--- src/logic/memSettings.svh ---
`ifndef MEM_SETTINGS_SVH
`define MEM_SETTINGS_SVH

// byte address width seen by both clients
`define ADDR_WIDTH 32

// low address bits that select a RAM byte
// upper bits are ignored so addresses wrap
`define RAM_ADDR_BITS 12

// fetch PC increment in bytes
`define PC_STEP 4

`endif
--- src/logic/memPkg.sv ---
`include "memSettings.svh"

package memPkg;

    typedef logic [`ADDR_WIDTH-1:0] addrT;
    typedef logic [31:0] wordT;
    typedef logic [7:0] byteT;

    // access length in bytes
    typedef enum logic [2:0] {
        lenByte = 3'd1,
        lenHalf = 3'd2,
        lenWord = 3'd4
    } accessLenT;

    typedef enum logic {
        opLoad  = 1'b0,
        opStore = 1'b1
    } memOpT;

    // client currently holding the RAM
    typedef enum logic [1:0] {
        ownIdle  = 2'd0,
        ownData  = 2'd1,
        ownFetch = 2'd2
    } ownerT;

endpackage

--- src/logic/memCtrl.sv ---
`timescale 1ns/1ns

module memCtrl (
    input  logic              clk,
    input  logic              rst,
    input  logic              rdy,
    input  logic              ioBufferFull,

    // data client
    input  logic              dcEn,
    input  memPkg::memOpT     dcOp,
    input  memPkg::accessLenT dcLen,
    input  memPkg::addrT      dcAddr,
    input  memPkg::wordT      dcData,
    output logic              dcDone,
    output memPkg::wordT      dcResult,

    // instruction fetch client
    input  logic              infEn,
    input  memPkg::addrT      infAddr,
    output logic              infDone,
    output memPkg::wordT      infInst,

    // byte RAM
    output memPkg::addrT      memAddr,
    output logic              memWrite,
    output memPkg::byteT      memWdata,
    input  memPkg::byteT      memRdata,

    output memPkg::ownerT     owner
);

    logic stall;
    logic busy;
    logic readDone;
    logic storeDone;
    logic [2:0] stage;
    logic [2:0] byteIdx;
    logic [2:0] lastIdx;
    logic [2:0] padBytes;

    memPkg::memOpT     opQ;
    memPkg::accessLenT lenQ;
    memPkg::addrT      baseQ;
    memPkg::wordT      storeQ;
    memPkg::wordT      shiftQ;
    memPkg::wordT      shiftIn;
    memPkg::wordT      assembled;

    // either stall level freezes the sequencer
    assign stall = !rdy || ioBufferFull;
    assign busy = owner != memPkg::ownIdle;

    assign lastIdx = lenQ - 3'd1;
    assign padBytes = 3'd4 - lenQ;

    // stalled mid-read: re-read the previous byte so memRdata still holds it
    // when the transfer resumes
    assign byteIdx = (stall && stage != 3'd0) ? stage - 3'd1 : stage;
    assign memAddr = baseQ + memPkg::addrT'(byteIdx);

    // store bytes go out least significant first
    assign memWdata = memPkg::byteT'(storeQ >> {stage, 3'b000});
    assign memWrite = busy && !stall && opQ == memPkg::opStore && stage <= lastIdx;

    // store finishes with its last byte, reads one cycle after it
    assign storeDone = busy && !stall && opQ == memPkg::opStore && stage == lastIdx;
    assign readDone = busy && !stall && opQ == memPkg::opLoad && stage == lenQ;

    assign dcDone = owner == memPkg::ownData && (readDone || storeDone);
    assign infDone = owner == memPkg::ownFetch && readDone;

    // new byte enters at the top
    assign shiftIn = {memRdata, shiftQ[31:8]};

    // right-align short loads, zeros fill the upper bytes
    assign assembled = shiftIn >> {padBytes, 3'b000};

    assign dcResult = assembled;
    assign infInst = assembled;

    always_ff @(posedge clk) begin
        if (rst) begin
            owner <= memPkg::ownIdle;
            stage <= 3'd0;
        end else if (!stall) begin
            if (!busy) begin
                stage <= 3'd0;
                // data client wins a tie
                if (dcEn) begin
                    owner <= memPkg::ownData;
                end else if (infEn) begin
                    owner <= memPkg::ownFetch;
                end
            end else if (readDone || storeDone) begin
                owner <= memPkg::ownIdle;
                stage <= 3'd0;
            end else begin
                stage <= stage + 3'd1;
            end
        end
    end

    // request latch and read assembly
    always_ff @(posedge clk) begin
        if (!stall) begin
            if (!busy) begin
                if (dcEn) begin
                    opQ <= dcOp;
                    lenQ <= dcLen;
                    baseQ <= dcAddr;
                    storeQ <= dcData;
                end else begin
                    opQ <= memPkg::opLoad;
                    lenQ <= memPkg::lenWord;
                    baseQ <= infAddr;
                end
            end else if (opQ == memPkg::opLoad && stage != 3'd0) begin
                shiftQ <= shiftIn;
            end
        end
    end

endmodule

--- config.mk ---
export PLATFORM = sky130hd
export DESIGN_NAME = memCtrl
export DESIGN_NICKNAME = d
export VERILOG_FILES = /design/src/logic/memPkg.sv /design/src/logic/memCtrl.sv
export VERILOG_INCLUDE_DIRS = /design/src /design/src/logic
export SDC_FILE = /design/constraint.sdc
export NUM_CORES = 1
export LEC_CHECK = 0
export ABC_CLOCK_PERIOD_IN_PS = 8820
export BUFFER_PORTS_ARGS = -buffer_cell sky130_fd_sc_hd__buf_4
export CAP_MARGIN = 20
export CORE_MARGIN = 5
export CORE_UTILIZATION = 36
export CTS_CLUSTER_DIAMETER = 80
export DETAILED_ROUTE_END_ITERATION = 10
export SYNTH_ARGS = -nofsm -noshare
export SYNTH_HDL_FRONTEND = slang
export SYNTH_SLANG_ARGS = --single-unit
export TNS_END_PERCENT = 50
--- constraint.sdc ---
create_clock -name clk -period 8.82 [get_ports clk]
set_input_delay 0.882 -clock clk [delete_from_list [all_inputs] [get_ports clk]]
set_output_delay 0.882 -clock clk [all_outputs]
set_load 0.1 [all_outputs]
==> out/metrics.yaml <==
status:
  status: "finished, final reports clean"
detailed_routing:
  wl_met2_microns: 6970
  met3RoutedLength_microns: 1340
  wl_per_cell_microns: 17.1
  met1_length_microns: 5420
  drtIter0Drc: 203
  wl_microns: 13900
  ant_nets: 0
  route.vias.total: 4017
  dr.pass1.iters: 4
  viasPerCell: 4.93
  drc: 0
  highest_layer: "met4"
pwr:
  p_seq_share_pct: 41.0
  power.leakage_uw: 0.00298
  ir_drop_uv: 72.3
  power.switching_uw: 464
  p_comb_share_pct: 29.2
  swShare_pct: 35.9
  intPower_uw: 828
  p_clk_share_pct: 29.7
  p_per_area_mw_per_mm2: 176
timing:
  fin_crit_sh_pct: 57.0
  max_slew.worst_pin.slew_ps: 991
  fin_tns_setup_ps: 0
  min_period_ps: 5020
  setup_viol: 0
  rsz0062_at_grt: "no"
  finClkSkew_ps: 8.16
  timing.slew.headroom_pct: 33.9
  hold_viol_final: 0
  drv_slew: 0
  clock.fmax_mhz: 199
setup_path:
  worst-path-max-fanout: 12
  arrival_ps: 4140
  worst_setup_path_start_kind: "flop"
  worst-setup-path-type: "flop to output port"
  end_kind: "output port"
  cp.required_ps: 7940
global_route:
  antenna_found_initial: 0
  grt_pass1_vias: 4262
  track_usage_pct: 15.6
  overflow: 0
  grt_pass1_wl_microns: 22000
  grt_max_degree: 39
yosys:
  synth_area_sq_mm: 0.00545
  async_flop_share_pct: 0
  yosysMostFrequentCell: "edfxtp_1"
  synth_area_leaders: "edfxtp_1, mux2_2, buf_4"
  synth.avg_cell_area_sq_um: 12.5
  ys_ff_latch: 97
  syn_inst: 437
  synth_ff_type: "edfxtp_1"
  yosysTopAreaCell: "edfxtp_1"
  synth_warnings: 0
  syn-num-nets: 562
  netlist.area_leader.share_pct: 50.7
  ys_seq_area_share_pct: 52.5
  synthTopCellsByCount: "edfxtp_1, buf_4, mux2_2, nor2_1, xnor2_1"
  synth-edff-count: 92
  synthDistinctLibCells: 44
final_layout:
  area_growth_pct: 35.1
  drive_above_1_share_pct: 46.5
  fillers: 1364
  fin_area_sq_mm: 0.00736
  antenna_cells: 0
  fin_nets: 746
clock_network:
  ctsHtreeMaxLevel: 3
  cts_hold_buf: 0
  clock_latency_ps: 340
  cts-buffers-inserted: 9
  cts_setup_buffers: 0
  cts_tree: "yes"
  cts.clk_slew.worst_paths_ps: 70
  cts_buffer_depth: 2
  clock-root-buffer: "clkbuf_16"
  cts_sinks: 97
  cts_resized: 0
die:
  die_x_microns: 133
  io_pins: 223
  initial_utilization_pct: 36.3
  die_height_microns: 133
  core_area_sq_mm: 0.0150
  dieArea_sq_mm: 0.0177
  row_count: 45
placed_design:
  placed_area_sq_mm: 0.00704
  io_buffers: 222
  gp_congestion: 0.761
  place_hpwl_microns: 10700
run:
  maxCapViolCount: 0
worst_hold_path:
  holdCritPathClass: "flop to flop"
worst max-delay path, stage by stage, from the launching register on:
cell and delay (ps):
dfxtp_1 810, inv_1 220, ha_1 300, a21o_1 230
xnor2_1 160, ha_1 230, inv_1 60, fa_1 390
nor2b_1 230, o2111a_1 470, nand4_1 170, xnor2_1 190
buf_4 320
registers in the layout, indices dropped and copies added (netlist names):
signal	count
stage	3
opQ	1
storeQ	32
lenQ	3
shiftQ	24
baseQ	32
owner	2
layout make-up:
type	count	area, sq um	area share [%]
clock buffer	10	239	3.25
clock inverter	6	57.6	0.782
inverter	11	41.3	0.561
multi-input combinational	276	2210	30.0
sequential	97	2860	38.9
tap	188	235	3.20
timing repair buffer	226	1720	23.3
cells by family after synthesis:
group	after synthesis	synth area share, %
compound gates	49	6.22
xor+xnor	33	5.44
fa+ha+maj	11	2.66
buf+inv	64	7.16
flops	97	52.5
mux	56	12.9
simple gates	127	13.1
per-layer routing:
layer	global-route usage, %	vias to the layer above
li1	-	1958
met1	17.9	1893
met2	26.7	151
met3	6.08	15
met4	4.97	0
met5	0	-
layout by cell type, fill, tap and decap left out, types with 2 or more instances in the layout:
master	instances
inv_6	2
a21oi_1	13
clkinv_4	2
nor2b_1	11
a211oi_1	17
nand4_1	13
nor4b_1	2
mux2_2	32
nor3_2	2
xnor2_1	31
nand3_1	11
inv_1	11
nand2b_1	3
mux2i_1	16
clkbuf_16	9
mux4_2	8
and2_1	23
and3_1	6
a21o_1	3
o21ai_0	6
edfxtp_1	92
dfxtp_1	5
nand2_1	11
inv_8	2
buf_4	225
ha_1	10
nor2_1	32
o21a_1	3
and4_1	7
path summary, 6_finish.rpt:
kind              startpoint          end  slack, ps  depth (start not counted)
setup / recovery    stage[0]  memAddr[30]       3800                         12
setup reg to reg     lenQ[0]     stage[2]       5650                          8
hold / removal    shiftQ[22]   shiftQ[14]        450                          0
hold reg to reg   shiftQ[22]   shiftQ[14]        450                          0
power groups by stage:
stage	sequential, uW	combinational (uW)	clock [uW]
after floorplan	541	289	0
after global placement	540	377	0
after detailed placement	541	379	0
after CTS	531	380	396
after global routing	532	394	421
final	530	378	384
through the flow:
step,setup slack (ps),utilization [%],hold WS [ps],power [uW],std cells
final,3800,49.0,454,1290,814
after global routing,3350,49.0,463,1350,814
after CTS,3720,48.8,455,1310,813
after detailed placement,4130,46.8,439,920,797
after global placement,4190,46.8,428,917,797
after floorplan,2800,-,426,830,437
No activity file was read; power rests on OpenSTA's default activity.
