$ cat config.mk
export PLATFORM = sky130hd
export DESIGN_NAME = instFetch
export DESIGN_NICKNAME = d
export VERILOG_FILES = /design/src/logic/memPkg.sv /design/src/logic/instFetch.sv
export VERILOG_INCLUDE_DIRS = /design/src /design/src/logic
export SDC_FILE = /design/constraint.sdc
export NUM_CORES = 1
export LEC_CHECK = 0
export BUFFER_PORTS_ARGS = -buffer_cell sky130_fd_sc_hd__buf_2
export CORE_UTILIZATION = 48
export CTS_BUF_LIST = sky130_fd_sc_hd__clkbuf_16
export CTS_CLUSTER_DIAMETER = 80
export CTS_CLUSTER_SIZE = 12
export DETAILED_ROUTE_END_ITERATION = 7
export GPL_TIMING_DRIVEN = 0
export PLACE_DENSITY = 0.81
export SETUP_SLACK_MARGIN = 0.05
export SLEW_MARGIN = 20
export SYNTH_ARGS = -nofsm -noshare
export SYNTH_HDL_FRONTEND = slang
export SYNTH_SLANG_ARGS = --single-unit
export TNS_END_PERCENT = 1
$ cat constraint.sdc
create_clock -name clk -period 2.19 [get_ports clk]
set_input_delay 0.438 -clock clk [delete_from_list [all_inputs] [get_ports clk]]
set_output_delay 0.438 -clock clk [all_outputs]
set_load 0.02 [all_outputs]
$ cat src/logic/memSettings.svh
`ifndef MEM_SETTINGS_SVH
`define MEM_SETTINGS_SVH

// byte address width seen by both clients
`define ADDR_WIDTH 32

// low address bits that select a RAM byte
// upper bits are ignored so addresses wrap
`define RAM_ADDR_BITS 12

// fetch PC increment in bytes
`define PC_STEP 4

`endif
$ cat src/logic/memPkg.sv
`include "memSettings.svh"

package memPkg;

    typedef logic [`ADDR_WIDTH-1:0] addrT;
    typedef logic [31:0] wordT;
    typedef logic [7:0] byteT;

    // access length in bytes
    typedef enum logic [2:0] {
        lenByte = 3'd1,
        lenHalf = 3'd2,
        lenWord = 3'd4
    } accessLenT;

    typedef enum logic {
        opLoad  = 1'b0,
        opStore = 1'b1
    } memOpT;

    // client currently holding the RAM
    typedef enum logic [1:0] {
        ownIdle  = 2'd0,
        ownData  = 2'd1,
        ownFetch = 2'd2
    } ownerT;

endpackage

$ cat src/logic/instFetch.sv
`timescale 1ns/1ns

`include "memSettings.svh"

module instFetch (
    input  logic         clk,
    input  logic         rst,
    input  logic         fetchStall,
    input  logic         redirectEn,
    input  memPkg::addrT redirectPc,

    // to memCtrl
    output logic         infEn,
    output memPkg::addrT infAddr,
    input  logic         infDone,
    input  memPkg::wordT infInst,

    output logic         instValid,
    output memPkg::wordT inst,
    output memPkg::addrT instPc
);

    logic inFlight;
    logic pending;
    memPkg::addrT pc;
    memPkg::addrT targetQ;

    // once raised the request holds until infDone, whatever fetchStall does
    assign infEn = inFlight || !fetchStall;
    assign infAddr = pc;

    // fetch overtaken by a redirect is dropped
    assign instValid = infDone && !pending && !redirectEn;
    assign inst = infInst;
    assign instPc = pc;

    always_ff @(posedge clk) begin
        if (rst) begin
            pc <= '0;
            inFlight <= 1'b0;
            pending <= 1'b0;
        end else if (infDone) begin
            inFlight <= 1'b0;
            pending <= 1'b0;
            if (redirectEn) begin
                pc <= redirectPc;
            end else if (pending) begin
                pc <= targetQ;
            end else begin
                pc <= pc + `ADDR_WIDTH'(`PC_STEP);
            end
        end else begin
            inFlight <= infEn;
            // infAddr must stay put while a request is out
            if (redirectEn && infEn) begin
                pending <= 1'b1;
            end else if (redirectEn) begin
                pc <= redirectPc;
            end
        end
    end

    always_ff @(posedge clk) begin
        if (redirectEn) begin
            targetQ <= redirectPc;
        end
    end

endmodule

==> results of run 1 <==
logic make-up after synthesis:
group / Yosys count
buffers and inverters: 96
AOI/OAI and AO/OA: 106
adders and majority gates: 1
xor gates and xnor gates: 14
DFF: 66
and+or+nand+nor: 119
muxes: 6
synth_stat cells, types with 4 or more instances:
library cell,instances
clkbuf_1,18
nand2_1,30
a21oi_1,24
a31oi_1,7
mux2i_1,5
xor2_1,9
and3_1,14
nor3_1,11
edfxtp_1,32
nand4_1,7
o21ai_0,25
buf_4,67
a211oi_1,6
a221oi_1,8
inv_1,6
nor2_1,19
nand3_1,11
dfxtp_1,34
or3_1,4
xnor2_1,5
final cells by class:
class / instances / area (sq um) / area share
repair buffers: 134 / 676 / 0.135
clock buffers: 9 / 225 / 0.0451
plain buffers: 90 / 616 / 0.123
clock inverters: 7 / 83.8 / 0.0168
multi-input cells: 246 / 1600 / 0.321
well taps: 102 / 128 / 0.0255
inverters: 6 / 22.5 / 0.00451
flip-flops and latches: 66 / 1650 / 0.329
state kept, by name, indices dropped and copies added (netlist names):
name	cells
infAddr	32
targetQ	32
pending	1
inFlight	1
path summary, 6_finish.rpt:
| kind | from | endpoint | slack, ps | depth (start not counted) |
|---|---|---|---|---|
| worst max-delay path | infAddr[2]$_SDFFE_PP0P_ | infAddr[22]$_SDFFE_PP0P_ | 100 | 7 |
| worst min-delay path | redirectPc[18] | targetQ[18]$_DFFE_PP_ | 290 | 1 |
| worst max register to register | infAddr[2]$_SDFFE_PP0P_ | infAddr[22]$_SDFFE_PP0P_ | 100 | 7 |
| worst min register to register | infAddr[3]$_SDFFE_PP0P_ | infAddr[3]$_SDFFE_PP0P_ | 540 | 2 |
layer usage:
layer | global-route usage | vias up
li1 | - | 1747
met1 | 0.329 | 1752
met2 | 0.444 | 245
met3 | 0.0704 | 29
met4 | 0.119 | 0
met5 | 0 | -
stage by stage:
stage / util / worst slack, ps / setup TNS (ps)
after global routing: 0.647 / 10.7 / 0
final: 0.647 / 102 / 0
after floorplan: - / 96.1 / 0
after global placement: 0.600 / -729 / -17350
after detailed placement: 0.600 / -761 / -18490
after CTS: 0.643 / 53.3 / 0
worst max-delay path: stages, from the launching register on:
cell,delay [ps]
dfxtp_2,400
ha_1,240
nand2_2,130
nor4_4,350
buf_6,200
nand4_1,130
mux2i_1,160
a2111oi_2,370
power by group:
group / leakage (nW) / switching [W] / internal [W]
clock: 0.148 / 0.000519 / 0.000981
sequential: 0.594 / 0.0000812 / 0.00139
combinational: 1.57 / 0.000399 / 0.000282
what timing repair did:
item | CTS | global route
setup buffers | 0 | 1
pin swaps | 1 | 1
resized for setup | 10 | 16
hold buffers | 0 | 0
endpoints found under the setup margin | 33 | 24
==> flow_metrics.py, run 1 <==
metrics = {
    "outcome": {
        "run_status": "complete, no violations",
    },
    "synthesis": {
        "synthMuxAreaShare": 0.0160,
        "synth_seq_area_share": 0.427,
        "yosysUniqueCellTypes": 59,
        "synth_top_family_by_area": "compound AO/OA/AOI/OAI gates",
        "netlist_area_sq_um": 3840,
        "yosys.area.top_type_share": 0.250,
        "syn_inst": 408,
        "ys.flop_type": "dfxtp_1",
        "synth_seq_cells": 66,
        "synth_area_per_cell_sq_um": 9.41,
        "synth_edf_count": 32,
        "synthArstFlopShare": 0,
        "synth-xor-area-share": 0.0319,
        "synth_compound_area_frac": 0.187,
        "synthAdderAreaFrac": 0.00326,
        "syn_nets": 478,
        "synth-simple-area-share": 0.172,
        "synth.top_cells.by_area": "edfxtp_1 (25%), dfxtp_1 (18%), buf_4 (13%)",
        "yosysWarnings": 0,
        "yosys.area.top_type": "edfxtp_1",
    },
    "placed_design": {
        "hpwl_microns": 7870,
        "placed_cells": 643,
        "place.gp.congestion": 0.942,
        "place_area_sq_um": 4630,
        "portBuffers": 133,
    },
    "worst_setup_path": {
        "setup.worst_path.end_class": "flip-flop",
        "critPathRequiredTime_ps": 2410,
        "worstPathMaxFanout": 10,
        "crit_arrival_ps": 2310,
        "crit_type": "flip-flop to flip-flop",
        "start_kind": "flip-flop",
    },
    "job": {
        "max-cap-violations": 0,
    },
    "global_routing": {
        "grt_max_degree": 39,
        "grt_pass1_wl_microns": 17300,
        "grt_usage": 0.269,
        "first_global_vias": 3380,
        "antenna_found_initial": 0,
        "grt_remaining_overflow": 0,
    },
    "floorplanning": {
        "std_cell_rows": 32,
        "die_area_sq_um": 8360,
        "die_y_microns": 91.5,
        "fp.dieW_microns": 91.5,
        "ios": 167,
        "core-area_sq_um": 7730,
        "start_util": 0.497,
    },
    "cells_and_area": {
        "mostFrequentLayoutCells": "buf_2 (136), buf_4 (68), edfxtp_1 (32)",
        "antennaDiodeCount": 0,
        "fillers": 643,
        "layout.nets": 623,
        "final_cell_area_sq_um": 5000,
        "areaGrowthSynthToFinish_pct": 30.1,
        "drive_above_1_share": 0.444,
        "final_common_cell": "buf_2",
        "instances_no_fill": 660,
    },
    "sta": {
        "maxSlewHeadroom": 0.468,
        "min_period_over_period": 0.953,
        "post-route-min-period_ps": 2090,
        "hold_ws_ps": 294,
        "fin_skew_ps": 7.40,
        "rsz0062_at_grt": "yes",
        "setup_viol": 0,
        "finalHoldViolCount": 0,
        "tightest_slew_ps": 798,
        "fmax_ghz": 0.479,
        "maxSlewViolCount": 0,
    },
    "clocking": {
        "clock_sinks": 66,
        "cts_buffers": 9,
        "clock_path_buffers": 2,
        "root_buffer": "clkbuf_16",
        "clk_pin_slew_ps": 60,
        "cts_tree": "done",
        "clk_latency_ps": 330,
        "htree_num_levels": 3,
    },
    "routing": {
        "via_count": 3773,
        "drt_pass1_iterations": 5,
        "drtAntennaViolNets": 0,
        "drc": 0,
        "routed_via_density": 5.72,
        "wl_met2_microns": 5580,
        "wl_per_cell_microns": 17.2,
        "dr_wl_met3_microns": 1080,
        "drt-met1-wl_microns": 4480,
        "wl_microns": 11400,
        "routed.top_layer": "met4",
        "drt_iter0_drc": 402,
    },
    "power": {
        "p_leak_nw": 2.32,
        "peakVddDrop_mv": 0.392,
        "p_total_w": 0.00365,
        "p_per_area_nw_per_um2": 731,
    },
    "worst_hold_path": {
        "hold_class": "input pin to flip-flop",
    },
}
(Power assumes the default switching activity.)
==> run 2, diff against run 1 <==
Settings changed: PLACE_DENSITY 0.81 to 0.85.
==> flow_metrics.py, run 2 (same netlist as run 1, synthesis figures left out) <==
metrics = {
    "clocking": {
        "clock_path_buffers": 2,
        "clk_pin_slew_ps": 60,
        "root_buffer": "clkbuf_16",
        "cts_hold_buf": 0,
        "cts_buffers": 9,
        "cts_tree": "done",
        "clock_sinks": 66,
        "htree_num_levels": 3,
        "clk_latency_ps": 340,
    },
    "worst_setup_path": {
        "max_stage_delay_ps": 470,
        "setup.worst_path.end_class": "flip-flop",
        "worst-path-stages": 7,
        "cp_cell_sequence": "buf_4, nand3b_1, nand2_1, clkbuf_1, buf_2, o21ai_0, a21oi_1",
        "start_kind": "input pin",
        "crit_family": "buffers and inverters",
        "critPathRequiredTime_ps": 2440,
        "worstPathMaxFanout": 38,
        "crit_type": "input pin to flip-flop",
        "crit_arrival_ps": 2410,
        "cp.buffers_inverters": 3,
        "rr_worst_depth": 6,
        "slowest_stage": "clkbuf_1",
    },
    "cells_and_area": {
        "instances_no_fill": 659,
        "layout.nets": 623,
        "mostFrequentLayoutCells": "buf_2 (136), buf_4 (68), edfxtp_1 (32)",
        "drive_above_1_share": 0.442,
        "antennaDiodeCount": 0,
        "final_common_cell": "buf_2",
        "areaGrowthSynthToFinish_pct": 29.3,
    },
    "floorplanning": {
        "start_util": 0.497,
        "fp.dieW_microns": 91.5,
        "die_y_microns": 91.5,
        "die_area_sq_um": 8360,
        "core-area_sq_um": 7730,
        "std_cell_rows": 32,
        "ios": 167,
    },
    "outcome": {
        "run_status": "complete, no violations",
    },
    "sta": {
        "rsz0062_at_grt": "yes",
        "maxSlewViolCount": 0,
        "post-route-min-period_ps": 2150,
        "fin_skew_ps": 6.20,
        "timing.final.ws_setup_ps": 38.1,
        "hold_ws_ps": 289,
        "maxSlewHeadroom": 0.506,
        "fmax_ghz": 0.465,
        "tightest_slew_ps": 741,
        "finalHoldViolCount": 0,
        "min_period_over_period": 0.983,
        "setup_viol": 0,
    },
    "placed_design": {
        "place.gp.congestion": 0.898,
        "hpwl_microns": 7880,
        "placed_cells": 643,
        "pre_cts_ws_ps": -803,
        "portBuffers": 133,
    },
    "global_routing": {
        "first_global_vias": 3593,
        "grt_util_met3": 0.0511,
        "grt_remaining_overflow": 0,
        "grt_pass1_wl_microns": 17600,
        "grt_usage": 0.270,
        "grt_use_met2": 0.431,
        "grt_max_degree": 39,
        "antenna_found_initial": 0,
        "top_usage_layer": "met2",
        "met1_usage": 0.336,
    },
    "routing": {
        "drtAntennaViolNets": 0,
        "via_count": 3949,
        "wl_per_cell_microns": 17.8,
        "drt_iter0_drc": 478,
        "routed_via_density": 5.99,
        "drt_pass1_iterations": 6,
        "drc": 0,
        "wl_microns": 11700,
    },
    "worst_hold_path": {
        "hold_class": "input pin to flip-flop",
        "hold_depth": 1,
    },
    "power": {
        "peakVddDrop_mv": 0.424,
        "p_total_w": 0.00352,
        "p_leak_nw": 2.30,
        "p_per_area_nw_per_um2": 709,
    },
    "job": {
        "max-cap-violations": 0,
    },
}
run 2: changes by cell type in the layout (fill, tap and decap cells not counted), sizes merged:
cell      before  now
bufinv         2    1
clkinv         4    3
clkinvlp       1    0
inv            6    8
run 2: final cells by class:
class,instances,area [sq um]
clock buffers,9,225
flip-flops and latches,66,1650
multi-input cells,246,1600
inverters,6,22.5
clock inverters,6,51.3
fillers,612,2760
well taps,102,128
repair buffers,134,676
plain buffers,90,612
run 2: power by group:
group          leakage (nW)  total [W]  internal (W)  switching, W
Sequential            0.594    0.00147       0.00139     0.0000804
Clock                 0.145    0.00136      0.000857      0.000505
Combinational          1.56   0.000689      0.000281      0.000408
Total                  2.30    0.00352       0.00253      0.000993
run 2: what timing repair did:
| item | in CTS | in global routing |
|---|---|---|
| setup buffers | 0 | 1 |
| pin swaps | 1 | 2 |
| setup endpoints to repair | 34 | 19 |
| resized for setup | 14 | 9 |
| endpoints found under the hold margin | 0 | 0 |
run 2: final timing paths:
path / start / to / slack [ps]
worst min register to register: targetQ[14]$_DFFE_PP_ / infAddr[14]$_SDFFE_PP0P_ / 530
worst min-delay path: redirectPc[26] / targetQ[26]$_DFFE_PP_ / 290
worst max register to register: infAddr[5]$_SDFFE_PP0P_ / infAddr[19]$_SDFFE_PP0P_ / 120
worst max-delay path: redirectEn / infAddr[11]$_SDFFE_PP0P_ / 40
run 2: routing by layer:
layer	vias to the layer above	part of all wire
met1	1827	0.37
met2	332	0.48
met4	0	0.037
li1	1745	-
met5	-	0
met3	45	0.11
run 2: stage by stage:
step / area, sq um / util / setup TNS, ps
floorplan: 3840 / - / 0
global placement: 4630 / 0.600 / -16120
detailed placement: 4630 / 0.600 / -19270
CTS: 4940 / 0.640 / 0
global route: 4970 / 0.643 / -70.9
finish: 4970 / 0.643 / 0
